**config.mk**
```make
export PLATFORM = sky130hd
export DESIGN_NAME = cpu_top
export DESIGN_NICKNAME = d
export VERILOG_FILES = /design/src/verilog/cpu_pkg.sv /design/src/verilog/cpu_regfile.sv /design/src/verilog/cpu_control.sv /design/src/verilog/cpu_datapath.sv /design/src/verilog/cpu_top.sv
export SDC_FILE = /design/constraint.sdc
export NUM_CORES = 1
export LEC_CHECK = 0
export ABC_AREA = 1
export BUFFER_PORTS_ARGS = -buffer_cell sky130_fd_sc_hd__buf_4
export CAP_MARGIN = 20
export CORE_ASPECT_RATIO = 1.25
export CORE_MARGIN = 3
export CORE_UTILIZATION = 56
export DETAILED_ROUTE_END_ITERATION = 10
export PLACE_DENSITY = 0.81
export SLEW_MARGIN = 20
export SYNTH_ARGS = -nofsm -noshare
export SYNTH_HDL_FRONTEND = slang
export SYNTH_SLANG_ARGS = --single-unit
export TNS_END_PERCENT = 10
```
**constraint.sdc**
```tcl
create_clock -name i_clk -period 4.1 [get_ports i_clk]
set_input_delay 0.615 -clock i_clk [delete_from_list [all_inputs] [get_ports i_clk]]
set_output_delay 0.615 -clock i_clk [all_outputs]
set_load 0.05 [all_outputs]
```
**src/verilog/cpu_pkg.sv**
```systemverilog
package cpu_pkg;

  //////////////////////////////////////////////////
  // Basic types

  typedef logic [15:0] word_t;     // Data or instruction word
  typedef logic [15:0] addr_t;     // Word address into either memory
  typedef logic [2:0]  reg_idx_t;  // One of the eight general registers
  typedef logic [3:0]  opcode_t;   // Instruction opcode in the low nibble

  //////////////////////////////////////////////////
  // Opcodes

  localparam opcode_t OP_MV   = 4'd0;   // rx = ry
  localparam opcode_t OP_ADD  = 4'd1;   // rx = rx + ry
  localparam opcode_t OP_SUB  = 4'd2;   // rx = rx - ry
  localparam opcode_t OP_CMP  = 4'd3;   // Flags from rx - ry
  localparam opcode_t OP_LD   = 4'd4;   // rx = mem[ry]
  localparam opcode_t OP_ST   = 4'd5;   // mem[ry] = rx
  localparam opcode_t OP_MVI  = 4'd6;   // rx = imm
  localparam opcode_t OP_ADDI = 4'd7;   // rx = rx + imm
  localparam opcode_t OP_J    = 4'd8;   // pc = pc + imm
  localparam opcode_t OP_JZ   = 4'd9;   // Taken when Z is set
  localparam opcode_t OP_JN   = 4'd10;  // Taken when N is set
  localparam opcode_t OP_JR   = 4'd11;  // pc = rx
  localparam opcode_t OP_HALT = 4'd15;

  //////////////////////////////////////////////////
  // Instruction fields

  localparam int OPC_LSB = 0;
  localparam int RX_LSB  = 5;
  localparam int RY_LSB  = 8;
  localparam int IMM_LSB = 8;   // Immediate overlaps the ry field
  localparam int IMM_W   = 8;

  localparam word_t NOP_INSTR = 16'h0000;  // Encodes mv r0,r0
  localparam addr_t RESET_PC  = 16'h0000;
  localparam int    NUM_REGS  = 8;

  //////////////////////////////////////////////////
  // Datapath selects

  localparam logic [1:0] ALU_ADD  = 2'd0;
  localparam logic [1:0] ALU_SUB  = 2'd1;
  localparam logic [1:0] ALU_PASS = 2'd2;  // Result is operand b

  localparam logic [1:0] PC_SEL_SEQ = 2'd0;  // Next sequential word
  localparam logic [1:0] PC_SEL_IMM = 2'd1;  // Decode pc plus immediate
  localparam logic [1:0] PC_SEL_REG = 2'd2;  // Register x from execute

  typedef enum logic [1:0] {
    SEQ_RUN,
    SEQ_DRAIN,
    SEQ_HALTED
  } seq_state_t;

endpackage

```
**src/verilog/cpu_regfile.sv**
```systemverilog
`timescale 1ns/10ps

module cpu_regfile (
  input  logic              i_clk,
  input  logic              i_rst_n,
  input  cpu_pkg::reg_idx_t i_raddr_x,
  input  cpu_pkg::reg_idx_t i_raddr_y,
  input  cpu_pkg::reg_idx_t i_waddr,
  input  cpu_pkg::word_t    i_wdata,
  input  logic              i_we,
  output cpu_pkg::word_t    o_rdata_x,
  output cpu_pkg::word_t    o_rdata_y
);

  import cpu_pkg::*;

  word_t regs [NUM_REGS];

  always_ff @(posedge i_clk) begin
    if (!i_rst_n) begin
      for (int i = 0; i < NUM_REGS; i++) begin
        regs[i] <= '0;
      end
    end else if (i_we) begin
      regs[i_waddr] <= i_wdata;
    end
  end

  // A write in this cycle is seen by the readers straight away
  assign o_rdata_x = (i_we && (i_waddr == i_raddr_x)) ? i_wdata : regs[i_raddr_x];
  assign o_rdata_y = (i_we && (i_waddr == i_raddr_y)) ? i_wdata : regs[i_raddr_y];

endmodule

```
**src/verilog/cpu_control.sv**
```systemverilog
`timescale 1ns/10ps

module cpu_control (
  input  logic           i_clk,
  input  logic           i_rst_n,

  // From datapath
  input  cpu_pkg::word_t i_ir_dc,
  input  cpu_pkg::word_t i_ir_ex,
  input  cpu_pkg::word_t i_ir_wr,
  input  logic           i_alu_n,
  input  logic           i_alu_z,
  input  logic           i_alu_n_imm,
  input  logic           i_alu_z_imm,

  // Program counter and memory strobes
  output logic           o_pc_ld,
  output logic [1:0]     o_pc_sel,
  output logic           o_imem_rd,
  output logic           o_ldst_rd,
  output logic           o_ldst_wr,

  // Squash
  output logic           o_ir_dc_squash,
  output logic           o_ir_ex_squash,

  // ALU and flags
  output logic [1:0]     o_alu_op_sel,
  output logic           o_alu_b_imm,
  output logic           o_alu_r_ld,
  output logic           o_flags_ld,

  // Writeback and status
  output logic           o_rf_write,
  output logic           o_rf_wr_mem,
  output logic           o_halted
);

  import cpu_pkg::*;

  opcode_t    op_dc;
  opcode_t    op_ex;
  opcode_t    op_wr;
  logic       flag_src_ex;  // Execute instruction is producing new flags
  logic       flag_n;
  logic       flag_z;
  logic       de_taken;
  logic       de_jump_i;
  logic       ex_jump_r;
  logic       halt_dc;
  logic       running;
  seq_state_t state;
  seq_state_t state_nxt;

  // The all-zero word changes nothing so it is not treated as a write
  function automatic logic writes_rx(input word_t ir);
    opcode_t op;
    op = ir[OPC_LSB +: $bits(opcode_t)];
    return (ir != NOP_INSTR) &&
           (op inside {OP_MV, OP_ADD, OP_SUB, OP_LD, OP_MVI, OP_ADDI});
  endfunction

  assign op_dc = i_ir_dc[OPC_LSB +: $bits(opcode_t)];
  assign op_ex = i_ir_ex[OPC_LSB +: $bits(opcode_t)];
  assign op_wr = i_ir_wr[OPC_LSB +: $bits(opcode_t)];

  //////////////////////////////////////////////////
  // Jump detection

  assign flag_src_ex = op_ex inside {OP_ADD, OP_SUB, OP_CMP, OP_ADDI};
  assign flag_n      = flag_src_ex ? i_alu_n_imm : i_alu_n;  // Forward from execute
  assign flag_z      = flag_src_ex ? i_alu_z_imm : i_alu_z;

  always_comb begin
    case (op_dc)
      OP_J:    de_taken = 1'b1;
      OP_JZ:   de_taken = flag_z;
      OP_JN:   de_taken = flag_n;
      default: de_taken = 1'b0;
    endcase
  end

  assign ex_jump_r = (op_ex == OP_JR);
  assign de_jump_i = de_taken & ~ex_jump_r;              // A jr in execute wins
  assign halt_dc   = (op_dc == OP_HALT) & ~ex_jump_r;    // Wrong-path halt is ignored

  //////////////////////////////////////////////////
  // Halt sequencer

  always_comb begin
    state_nxt = state;
    case (state)
      SEQ_RUN: begin
        if (halt_dc) begin
          state_nxt = SEQ_DRAIN;
        end
      end
      SEQ_DRAIN: begin
        if (op_wr == OP_HALT) begin
          state_nxt = SEQ_HALTED;
        end
      end
      default: state_nxt = SEQ_HALTED;  // Only reset leaves this state
    endcase
  end

  always_ff @(posedge i_clk) begin
    if (!i_rst_n) begin
      state <= SEQ_RUN;
    end else begin
      state <= state_nxt;
    end
  end

  // Fetching stops in the very cycle halt sits in decode
  assign running = (state == SEQ_RUN) & ~halt_dc;

  //////////////////////////////////////////////////
  // Fetch and decode strobes

  assign o_imem_rd = running;
  assign o_pc_ld   = running;
  assign o_pc_sel  = ex_jump_r ? PC_SEL_REG : (de_jump_i ? PC_SEL_IMM : PC_SEL_SEQ);

  assign o_ir_dc_squash = de_jump_i | ex_jump_r | ~running;  // Word in flight is dropped
  assign o_ir_ex_squash = ex_jump_r;

  //////////////////////////////////////////////////
  // Execute strobes

  always_comb begin
    case (op_ex)
      OP_SUB, OP_CMP: o_alu_op_sel = ALU_SUB;
      OP_MV, OP_MVI:  o_alu_op_sel = ALU_PASS;
      default:        o_alu_op_sel = ALU_ADD;
    endcase
  end

  assign o_alu_b_imm = op_ex inside {OP_MVI, OP_ADDI};
  assign o_alu_r_ld  = writes_rx(i_ir_ex) & (op_ex != OP_LD);
  assign o_flags_ld  = flag_src_ex;
  assign o_ldst_rd   = (op_ex == OP_LD);
  assign o_ldst_wr   = (op_ex == OP_ST);

  // Writeback strobes
  assign o_rf_write  = writes_rx(i_ir_wr);
  assign o_rf_wr_mem = (op_wr == OP_LD);   // Load data arrives this cycle
  assign o_halted    = (state == SEQ_HALTED);

endmodule

```
**src/verilog/cpu_datapath.sv**
```systemverilog
`timescale 1ns/10ps

module cpu_datapath (
  input  logic              i_clk,
  input  logic              i_rst_n,

  // Control strobes
  input  logic              i_pc_ld,
  input  logic [1:0]        i_pc_sel,
  input  logic              i_ir_dc_squash,
  input  logic              i_ir_ex_squash,
  input  logic [1:0]        i_alu_op_sel,
  input  logic              i_alu_b_imm,
  input  logic              i_alu_r_ld,
  input  logic              i_flags_ld,
  input  logic              i_rf_write,
  input  logic              i_rf_wr_mem,

  // Memory returns
  input  cpu_pkg::word_t    i_imem_rdata,
  input  cpu_pkg::word_t    i_dmem_rdata,

  // Register file reads
  input  cpu_pkg::word_t    i_rf_rdata_x,
  input  cpu_pkg::word_t    i_rf_rdata_y,

  // To control
  output cpu_pkg::word_t    o_ir_dc,
  output cpu_pkg::word_t    o_ir_ex,
  output cpu_pkg::word_t    o_ir_wr,
  output logic              o_alu_n,
  output logic              o_alu_z,
  output logic              o_alu_n_imm,
  output logic              o_alu_z_imm,

  // Instruction address
  output cpu_pkg::addr_t    o_pc,

  // Register file
  output cpu_pkg::reg_idx_t o_rf_raddr_x,
  output cpu_pkg::reg_idx_t o_rf_raddr_y,
  output cpu_pkg::reg_idx_t o_rf_waddr,
  output cpu_pkg::word_t    o_rf_wdata,

  // Data memory
  output cpu_pkg::addr_t    o_dmem_addr,
  output cpu_pkg::word_t    o_dmem_wdata
);

  import cpu_pkg::*;

  addr_t pc;
  addr_t pc_dc;      // Address of the word now in decode
  addr_t pc_nxt;
  logic  dc_valid;   // Memory output holds a live fetch
  word_t ir_dc;
  word_t ir_ex;
  word_t ir_wr;
  word_t imm_dc;
  word_t imm_ex;
  word_t opnd_x;
  word_t opnd_y;
  word_t alu_b;
  word_t alu_res;
  word_t alu_r;
  logic  fwd_x;
  logic  fwd_y;
  logic  flag_n;
  logic  flag_z;

  function automatic word_t sext_imm(input word_t ir);
    logic [IMM_W-1:0] imm;
    imm = ir[IMM_LSB +: IMM_W];
    return {{($bits(word_t) - IMM_W){imm[IMM_W-1]}}, imm};
  endfunction

  //////////////////////////////////////////////////
  // Fetch

  assign imm_dc = sext_imm(ir_dc);

  always_comb begin
    case (i_pc_sel)
      PC_SEL_IMM: pc_nxt = pc_dc + imm_dc;  // Relative to the jump itself
      PC_SEL_REG: pc_nxt = opnd_x;
      default:    pc_nxt = pc + 16'd1;
    endcase
  end

  always_ff @(posedge i_clk) begin
    if (!i_rst_n) begin
      pc       <= RESET_PC;
      dc_valid <= 1'b0;
    end else begin
      if (i_pc_ld) begin
        pc <= pc_nxt;
      end
      dc_valid <= ~i_ir_dc_squash;
    end
  end

  always_ff @(posedge i_clk) begin
    pc_dc <= pc;
  end

  // The memory read register acts as the decode instruction register
  assign ir_dc = dc_valid ? i_imem_rdata : NOP_INSTR;

  //////////////////////////////////////////////////
  // Stage instruction registers

  always_ff @(posedge i_clk) begin
    if (!i_rst_n) begin
      ir_ex <= NOP_INSTR;
      ir_wr <= NOP_INSTR;
    end else begin
      ir_ex <= i_ir_ex_squash ? NOP_INSTR : ir_dc;
      ir_wr <= ir_ex;
    end
  end

  //////////////////////////////////////////////////
  // Execute

  assign o_rf_raddr_x = ir_ex[RX_LSB +: $bits(reg_idx_t)];
  assign o_rf_raddr_y = ir_ex[RY_LSB +: $bits(reg_idx_t)];

  // Writeback result bypasses into the execute operands
  assign fwd_x  = i_rf_write && (o_rf_waddr == o_rf_raddr_x);
  assign fwd_y  = i_rf_write && (o_rf_waddr == o_rf_raddr_y);
  assign opnd_x = fwd_x ? o_rf_wdata : i_rf_rdata_x;
  assign opnd_y = fwd_y ? o_rf_wdata : i_rf_rdata_y;

  assign imm_ex = sext_imm(ir_ex);
  assign alu_b  = i_alu_b_imm ? imm_ex : opnd_y;

  always_comb begin
    case (i_alu_op_sel)
      ALU_SUB:  alu_res = opnd_x - alu_b;
      ALU_PASS: alu_res = alu_b;        // mv and mvi
      default:  alu_res = opnd_x + alu_b;
    endcase
  end

  assign o_alu_n_imm = alu_res[$bits(word_t)-1];
  assign o_alu_z_imm = (alu_res == '0);

  always_ff @(posedge i_clk) begin
    if (i_alu_r_ld) begin
      alu_r <= alu_res;
    end
  end

  always_ff @(posedge i_clk) begin
    if (!i_rst_n) begin
      flag_n <= 1'b0;
      flag_z <= 1'b0;
    end else if (i_flags_ld) begin
      flag_n <= o_alu_n_imm;
      flag_z <= o_alu_z_imm;
    end
  end

  // Address comes from ry and store data from rx
  assign o_dmem_addr  = opnd_y;
  assign o_dmem_wdata = opnd_x;

  //////////////////////////////////////////////////
  // Writeback

  assign o_rf_waddr = ir_wr[RX_LSB +: $bits(reg_idx_t)];
  assign o_rf_wdata = i_rf_wr_mem ? i_dmem_rdata : alu_r;

  assign o_ir_dc = ir_dc;
  assign o_ir_ex = ir_ex;
  assign o_ir_wr = ir_wr;
  assign o_alu_n = flag_n;
  assign o_alu_z = flag_z;
  assign o_pc    = pc;

endmodule

```
**src/verilog/cpu_top.sv**
```systemverilog
`timescale 1ns/10ps

module cpu_top (
  input  logic           i_clk,
  input  logic           i_rst_n,

  // Instruction memory
  output logic           o_imem_rd,
  output cpu_pkg::addr_t o_imem_addr,
  input  cpu_pkg::word_t i_imem_rdata,

  // Data memory
  output logic           o_dmem_rd,
  output logic           o_dmem_wr,
  output cpu_pkg::addr_t o_dmem_addr,
  output cpu_pkg::word_t o_dmem_wdata,
  input  cpu_pkg::word_t i_dmem_rdata,

  output logic           o_halted
);

  import cpu_pkg::*;

  word_t      ir_dc;
  word_t      ir_ex;
  word_t      ir_wr;
  logic       alu_n;
  logic       alu_z;
  logic       alu_n_imm;
  logic       alu_z_imm;
  logic       pc_ld;
  logic [1:0] pc_sel;
  logic       ir_dc_squash;
  logic       ir_ex_squash;
  logic [1:0] alu_op_sel;
  logic       alu_b_imm;
  logic       alu_r_ld;
  logic       flags_ld;
  logic       rf_write;
  logic       rf_wr_mem;
  reg_idx_t   rf_raddr_x;
  reg_idx_t   rf_raddr_y;
  reg_idx_t   rf_waddr;
  word_t      rf_wdata;
  word_t      rf_rdata_x;
  word_t      rf_rdata_y;

  //////////////////////////////////////////////////
  // Pipeline control

  cpu_control m_cpu_control (
    .i_clk,
    .i_rst_n,
    .i_ir_dc        (ir_dc),
    .i_ir_ex        (ir_ex),
    .i_ir_wr        (ir_wr),
    .i_alu_n        (alu_n),
    .i_alu_z        (alu_z),
    .i_alu_n_imm    (alu_n_imm),
    .i_alu_z_imm    (alu_z_imm),
    .o_pc_ld        (pc_ld),
    .o_pc_sel       (pc_sel),
    .o_imem_rd,
    .o_ldst_rd      (o_dmem_rd),
    .o_ldst_wr      (o_dmem_wr),
    .o_ir_dc_squash (ir_dc_squash),
    .o_ir_ex_squash (ir_ex_squash),
    .o_alu_op_sel   (alu_op_sel),
    .o_alu_b_imm    (alu_b_imm),
    .o_alu_r_ld     (alu_r_ld),
    .o_flags_ld     (flags_ld),
    .o_rf_write     (rf_write),
    .o_rf_wr_mem    (rf_wr_mem),
    .o_halted
  );

  //////////////////////////////////////////////////
  // Datapath and register file

  cpu_datapath m_cpu_datapath (
    .i_clk,
    .i_rst_n,
    .i_pc_ld        (pc_ld),
    .i_pc_sel       (pc_sel),
    .i_ir_dc_squash (ir_dc_squash),
    .i_ir_ex_squash (ir_ex_squash),
    .i_alu_op_sel   (alu_op_sel),
    .i_alu_b_imm    (alu_b_imm),
    .i_alu_r_ld     (alu_r_ld),
    .i_flags_ld     (flags_ld),
    .i_rf_write     (rf_write),
    .i_rf_wr_mem    (rf_wr_mem),
    .i_imem_rdata,
    .i_dmem_rdata,
    .i_rf_rdata_x   (rf_rdata_x),
    .i_rf_rdata_y   (rf_rdata_y),
    .o_ir_dc        (ir_dc),
    .o_ir_ex        (ir_ex),
    .o_ir_wr        (ir_wr),
    .o_alu_n        (alu_n),
    .o_alu_z        (alu_z),
    .o_alu_n_imm    (alu_n_imm),
    .o_alu_z_imm    (alu_z_imm),
    .o_pc           (o_imem_addr),
    .o_rf_raddr_x   (rf_raddr_x),
    .o_rf_raddr_y   (rf_raddr_y),
    .o_rf_waddr     (rf_waddr),
    .o_rf_wdata     (rf_wdata),
    .o_dmem_addr,
    .o_dmem_wdata
  );

  cpu_regfile m_cpu_regfile (
    .i_clk,
    .i_rst_n,
    .i_raddr_x (rf_raddr_x),
    .i_raddr_y (rf_raddr_y),
    .i_waddr   (rf_waddr),
    .i_wdata   (rf_wdata),
    .i_we      (rf_write),
    .o_rdata_x (rf_rdata_x),
    .o_rdata_y (rf_rdata_y)
  );

endmodule

```
==> out/summary.md <==
On the final layout, the worst hold slack is 0.313 ns. Counting every net in the synthesized netlist gives 1914. After detailed routing, the number of remaining DRC violations is 0. Yosys attributes the largest share of cell area to edfxtp_1 32%, nand2_1 13%, dfxtp_1 10%, nor2_1 7.8%, inv_1 6.2%. The run gives 0 as the initial antenna violation count.

The cell type contributing the most total cell area after synthesis was edfxtp_1. After clock tree synthesis, the clock-pin slew on the worst setup and hold paths is 0.06 ns. The least setup slack across all paths after layout was -0.674 ns; the time the final worst path needs with I/O delays and setup was 4.77 ns. The maximum level of the CTS H-tree is 1, and the max-cap check violation count is 0.

Data on the critical path is required at its endpoint by 4.56 ns. Counting stages on the worst path, the most repeated cell is nand2_2. Cell internal power was estimated by the tool at 7.72 mW. The standard-cell row count is 62, and the total routing usage reported by global routing is 35.3%.

For this design, the slowest cell found on the critical path is dfxtp_4. Layout overhead on the synthesized area: 26.8%. The tools report the design area as 17100 um2. 86 I/O pins were placed. The via density per instance came out at 5.77. The final reports fail on setup timing. Once detail routing completed, the nets flagged for antenna violations numbered 0.

The count of final hold-check violations was 0; the via count was 14100. The first detailed-routing pass ran for 8 iterations. The most used flip-flop cell after synthesis is edfxtp_1. The logs give 213 for the clock sink count and 7.06 mW for the net switching power. The root buffer cell is clkbuf_16. Fraction of synthesized cell area taken by the top area cell type: 32.1%.

The starting utilization of the core area was 57.7%. The logs give 22 for the number of buffers created by CTS and 1845 for the synthesized instance count. The logs give 0.949 for the final weighted congestion in routability-driven placement and 50.9% for the worst relative slew slack. At the later pin of the worst-skew pair, clock insertion delay measures 0.52 ns. The kind of path behind the tightest hold check was input port to flip-flop. The clock passes through at most 3 buffers. The die width was 145 um; the fill cell total of the finished layout was 1809. Of the available clock period, the critical path in the final layout requires 116%. The routed design has 45900 um of wire. The number of global-route vias before repair is 14000, and the synthesized cell area is 13500 um2. The HPWL after detailed placement is 32600 um.

After detailed routing, the average wire length per cell comes to 18.8 um. Global-route congestion overflow total: 0. The violation count after the first detailed-route iteration came out at 1607.

TritonCTS built the clock tree. The commonest cells after synthesis are 468 x nand2_1, 280 x nor2_1, 224 x inv_1. Post-cts hold buffer count: 0.

The region available for standard cell placement spans 23300 um2. The placed instances occupy a cell area of 15900 um2. For the fmax, the log shows 0.209 GHz. The worst setup path is launched from a flip-flop.

The max-slew violation count is 0. nand2_1 is the most common cell in the netlist. The tools report the endpoint class of the critical path as a flip-flop. The clock power share was 13.2%; the part of the Yosys area used for sequential elements was 42.4%. The worst clock skew on the final layout was 0.00999 ns; the share of cells above drive strength 1 was 22.1%. The critical-path maximum fanout is 7. Slew of the pin with the lowest slew margin: 0.736 ns.

Port buffering added 85 buffers. For the final routed database, the setup TNS stands at -10.20 ns. In this run, distinct cell masters in the synthesized netlist total 50. The global-route wire length before repair was 71300 um; the power per cell area was 866 nW/um2. The run gives -0.67 ns as the setup slack on the worst flop-to-flop path. A synthesized cell averages 7.30 um2.

The class of the most critical setup path is flip-flop to flip-flop. Counting flops with an async set or reset pin after synthesis yields a share of 0%. After the last flow step, the layout net total stands at 2173. Entering global routing, the biggest net connects 39 pins. In this design, the stage delay of the slowest critical-path cell is 0.36 ns. The number of diodes added for antenna fixing is 0, and the full die area is 26000 um2.

Of the total power, registers draw 20.5%. In this run switching power makes up 47.8% of total power. Data arrival time of the critical path: 5.24 ns. Per report_power, the combinational group accounts for 66.3% of the total. The die is 179 um tall.

The static leakage came out at 8.22 nW. IR analysis of the VDD net gives a maximum drop of 0.735 mV. The run finished, with violations left. Setup repair after global routing could not meet its margin everywhere. After synthesis the netlist holds a flip-flop and latch count of 213.

Yosys printed 0 warnings. Setup violations remaining at the end of the flow were counted as 18. In this run, synthesis inferred 144 flip-flops with an integrated enable.
==> worst paths after layout <==
kind | start | end | depth (start not counted)
worst max-delay path | m_cpu_datapath.o_ir_ex[8]$_SDFF_PP0_ | m_cpu_datapath.o_pc[6]$_SDFFE_PN0P_ | 37
worst min-delay path | i_imem_rdata[4] | m_cpu_datapath.o_ir_ex[4]$_SDFF_PP0_ | 3
worst max register to register | m_cpu_datapath.o_ir_ex[8]$_SDFF_PP0_ | m_cpu_datapath.o_pc[6]$_SDFFE_PN0P_ | 37
worst min register to register | m_cpu_datapath.o_pc[15]$_SDFFE_PN0P_ | m_cpu_datapath.pc_dc[15]$_DFF_P_ | 0
==> metrics by stage <==
| step | setup slack, ns | total power [mW] | instances | utilization, % |
|---|---|---|---|---|
| 2_1_floorplan | -0.0201 | 8.60 | 1845 | - |
| 3_3_place_gp | -0.706 | 11.9 | 2379 | 68.3 |
| 3_5_place_dp | -0.804 | 12.1 | 2379 | 68.3 |
| 4_1_cts | -0.603 | 14.3 | 2433 | 72.4 |
| 5_1_grt | -0.989 | 15.7 | 2440 | 73.1 |
| 6_report | -0.674 | 14.8 | 2440 | 73.1 |
==> power groups by stage <==
stage               Combinational (mW)  Clock [mW]  Sequential (mW)
finish                            9.79        1.95             3.03
global route                      10.6        2.03             3.07
CTS                               9.35        1.95             3.02
detailed placement                9.03           0             3.06
global placement                  8.89           0             3.05
floorplan                         5.38           0             3.23
==> cell type report <==
| cell class | count | area [um2] | share of cell area (%) |
|---|---|---|---|
| Inverter | 229 | 867 | 5.08 |
| Timing Repair Buffer | 319 | 2520 | 14.8 |
| Clock inverter | 7 | 35.0 | 0.205 |
| Sequential cell | 213 | 5710 | 33.5 |
| Tap cell | 320 | 400 | 2.35 |
| Multi-Input combinational cell | 1319 | 6890 | 40.3 |
| Clock buffer | 33 | 644 | 3.77 |
==> layout by cell type (no fill, tap or decap), types with 7 or more instances in the layout <==
| master | instances |
|---|---|
| nand2_1 | 452 |
| buf_4 | 303 |
| nor2_1 | 268 |
| inv_1 | 222 |
| edfxtp_1 | 144 |
| o21ai_0 | 121 |
| nand3_1 | 86 |
| a21oi_1 | 78 |
| dfxtp_1 | 65 |
| xor2_1 | 38 |
| ha_1 | 29 |
| o211ai_1 | 26 |
| nand2_2 | 26 |
| clkbuf_16 | 23 |
| nand4_1 | 21 |
| nor3_1 | 20 |
| nand3b_1 | 14 |
| xnor2_1 | 13 |
| nor2_2 | 12 |
| nand3_2 | 12 |
| or2_2 | 11 |
| o21ai_1 | 9 |
| and2_1 | 9 |
| nor2_4 | 8 |
| o21ai_2 | 7 |
| buf_12 | 7 |
| buf_6 | 7 |
==> worst max-delay path, delay by kind of cell (launching register included) <==
kind                     cells  cell delay, ns
buffers and inverters        6            0.74
AND/OR/NAND/NOR             25            2.53
XOR/XNOR                     1            0.22
adder cells (fa/ha/maj)      1            0.29
flip-flops                   1            0.36
AO/OA/AOI/OAI                4            0.57
==> sequential cells by signal, indices dropped and copies added (netlist names) <==
signal and count:
m_cpu_control.state 2, m_cpu_datapath.alu_r 16, m_cpu_datapath.dc_valid 1, m_cpu_datapath.o_alu_n 1, m_cpu_datapath.o_alu_z 1, m_cpu_datapath.o_ir_ex 16
m_cpu_datapath.o_ir_wr 16, m_cpu_datapath.o_pc 16, m_cpu_datapath.pc_dc 16, m_cpu_regfile.regs 128
==> layer usage <==
layer	vias up	part of all wire [%]	global-route usage (%)
li1	6476	-	-
met1	6488	34	39.7
met2	879	49	62.1
met3	245	9.0	5.44
met4	0	7.6	22.1
met5	-	0	0
==> cells by family after synthesis <==
family / count (synthesis) / share of synthesized area (%)
adders and majority gates: 35 / 3.36
AOI/OAI and AO/OA: 277 / 11.5
buffers and inverters: 313 / 9.27
and+or+nand+nor: 954 / 30.0
DFF: 213 / 42.4
xor gates and xnor gates: 52 / 3.38
muxes: 1 / 0.0743
==> what timing repair did <==
item,4_1_cts,5_1_grt
endpoints found under the setup margin,23,25
pin swaps,25,36
resized for setup,44,37
setup buffers,14,7
No activity file was read; power rests on OpenSTA's default activity.
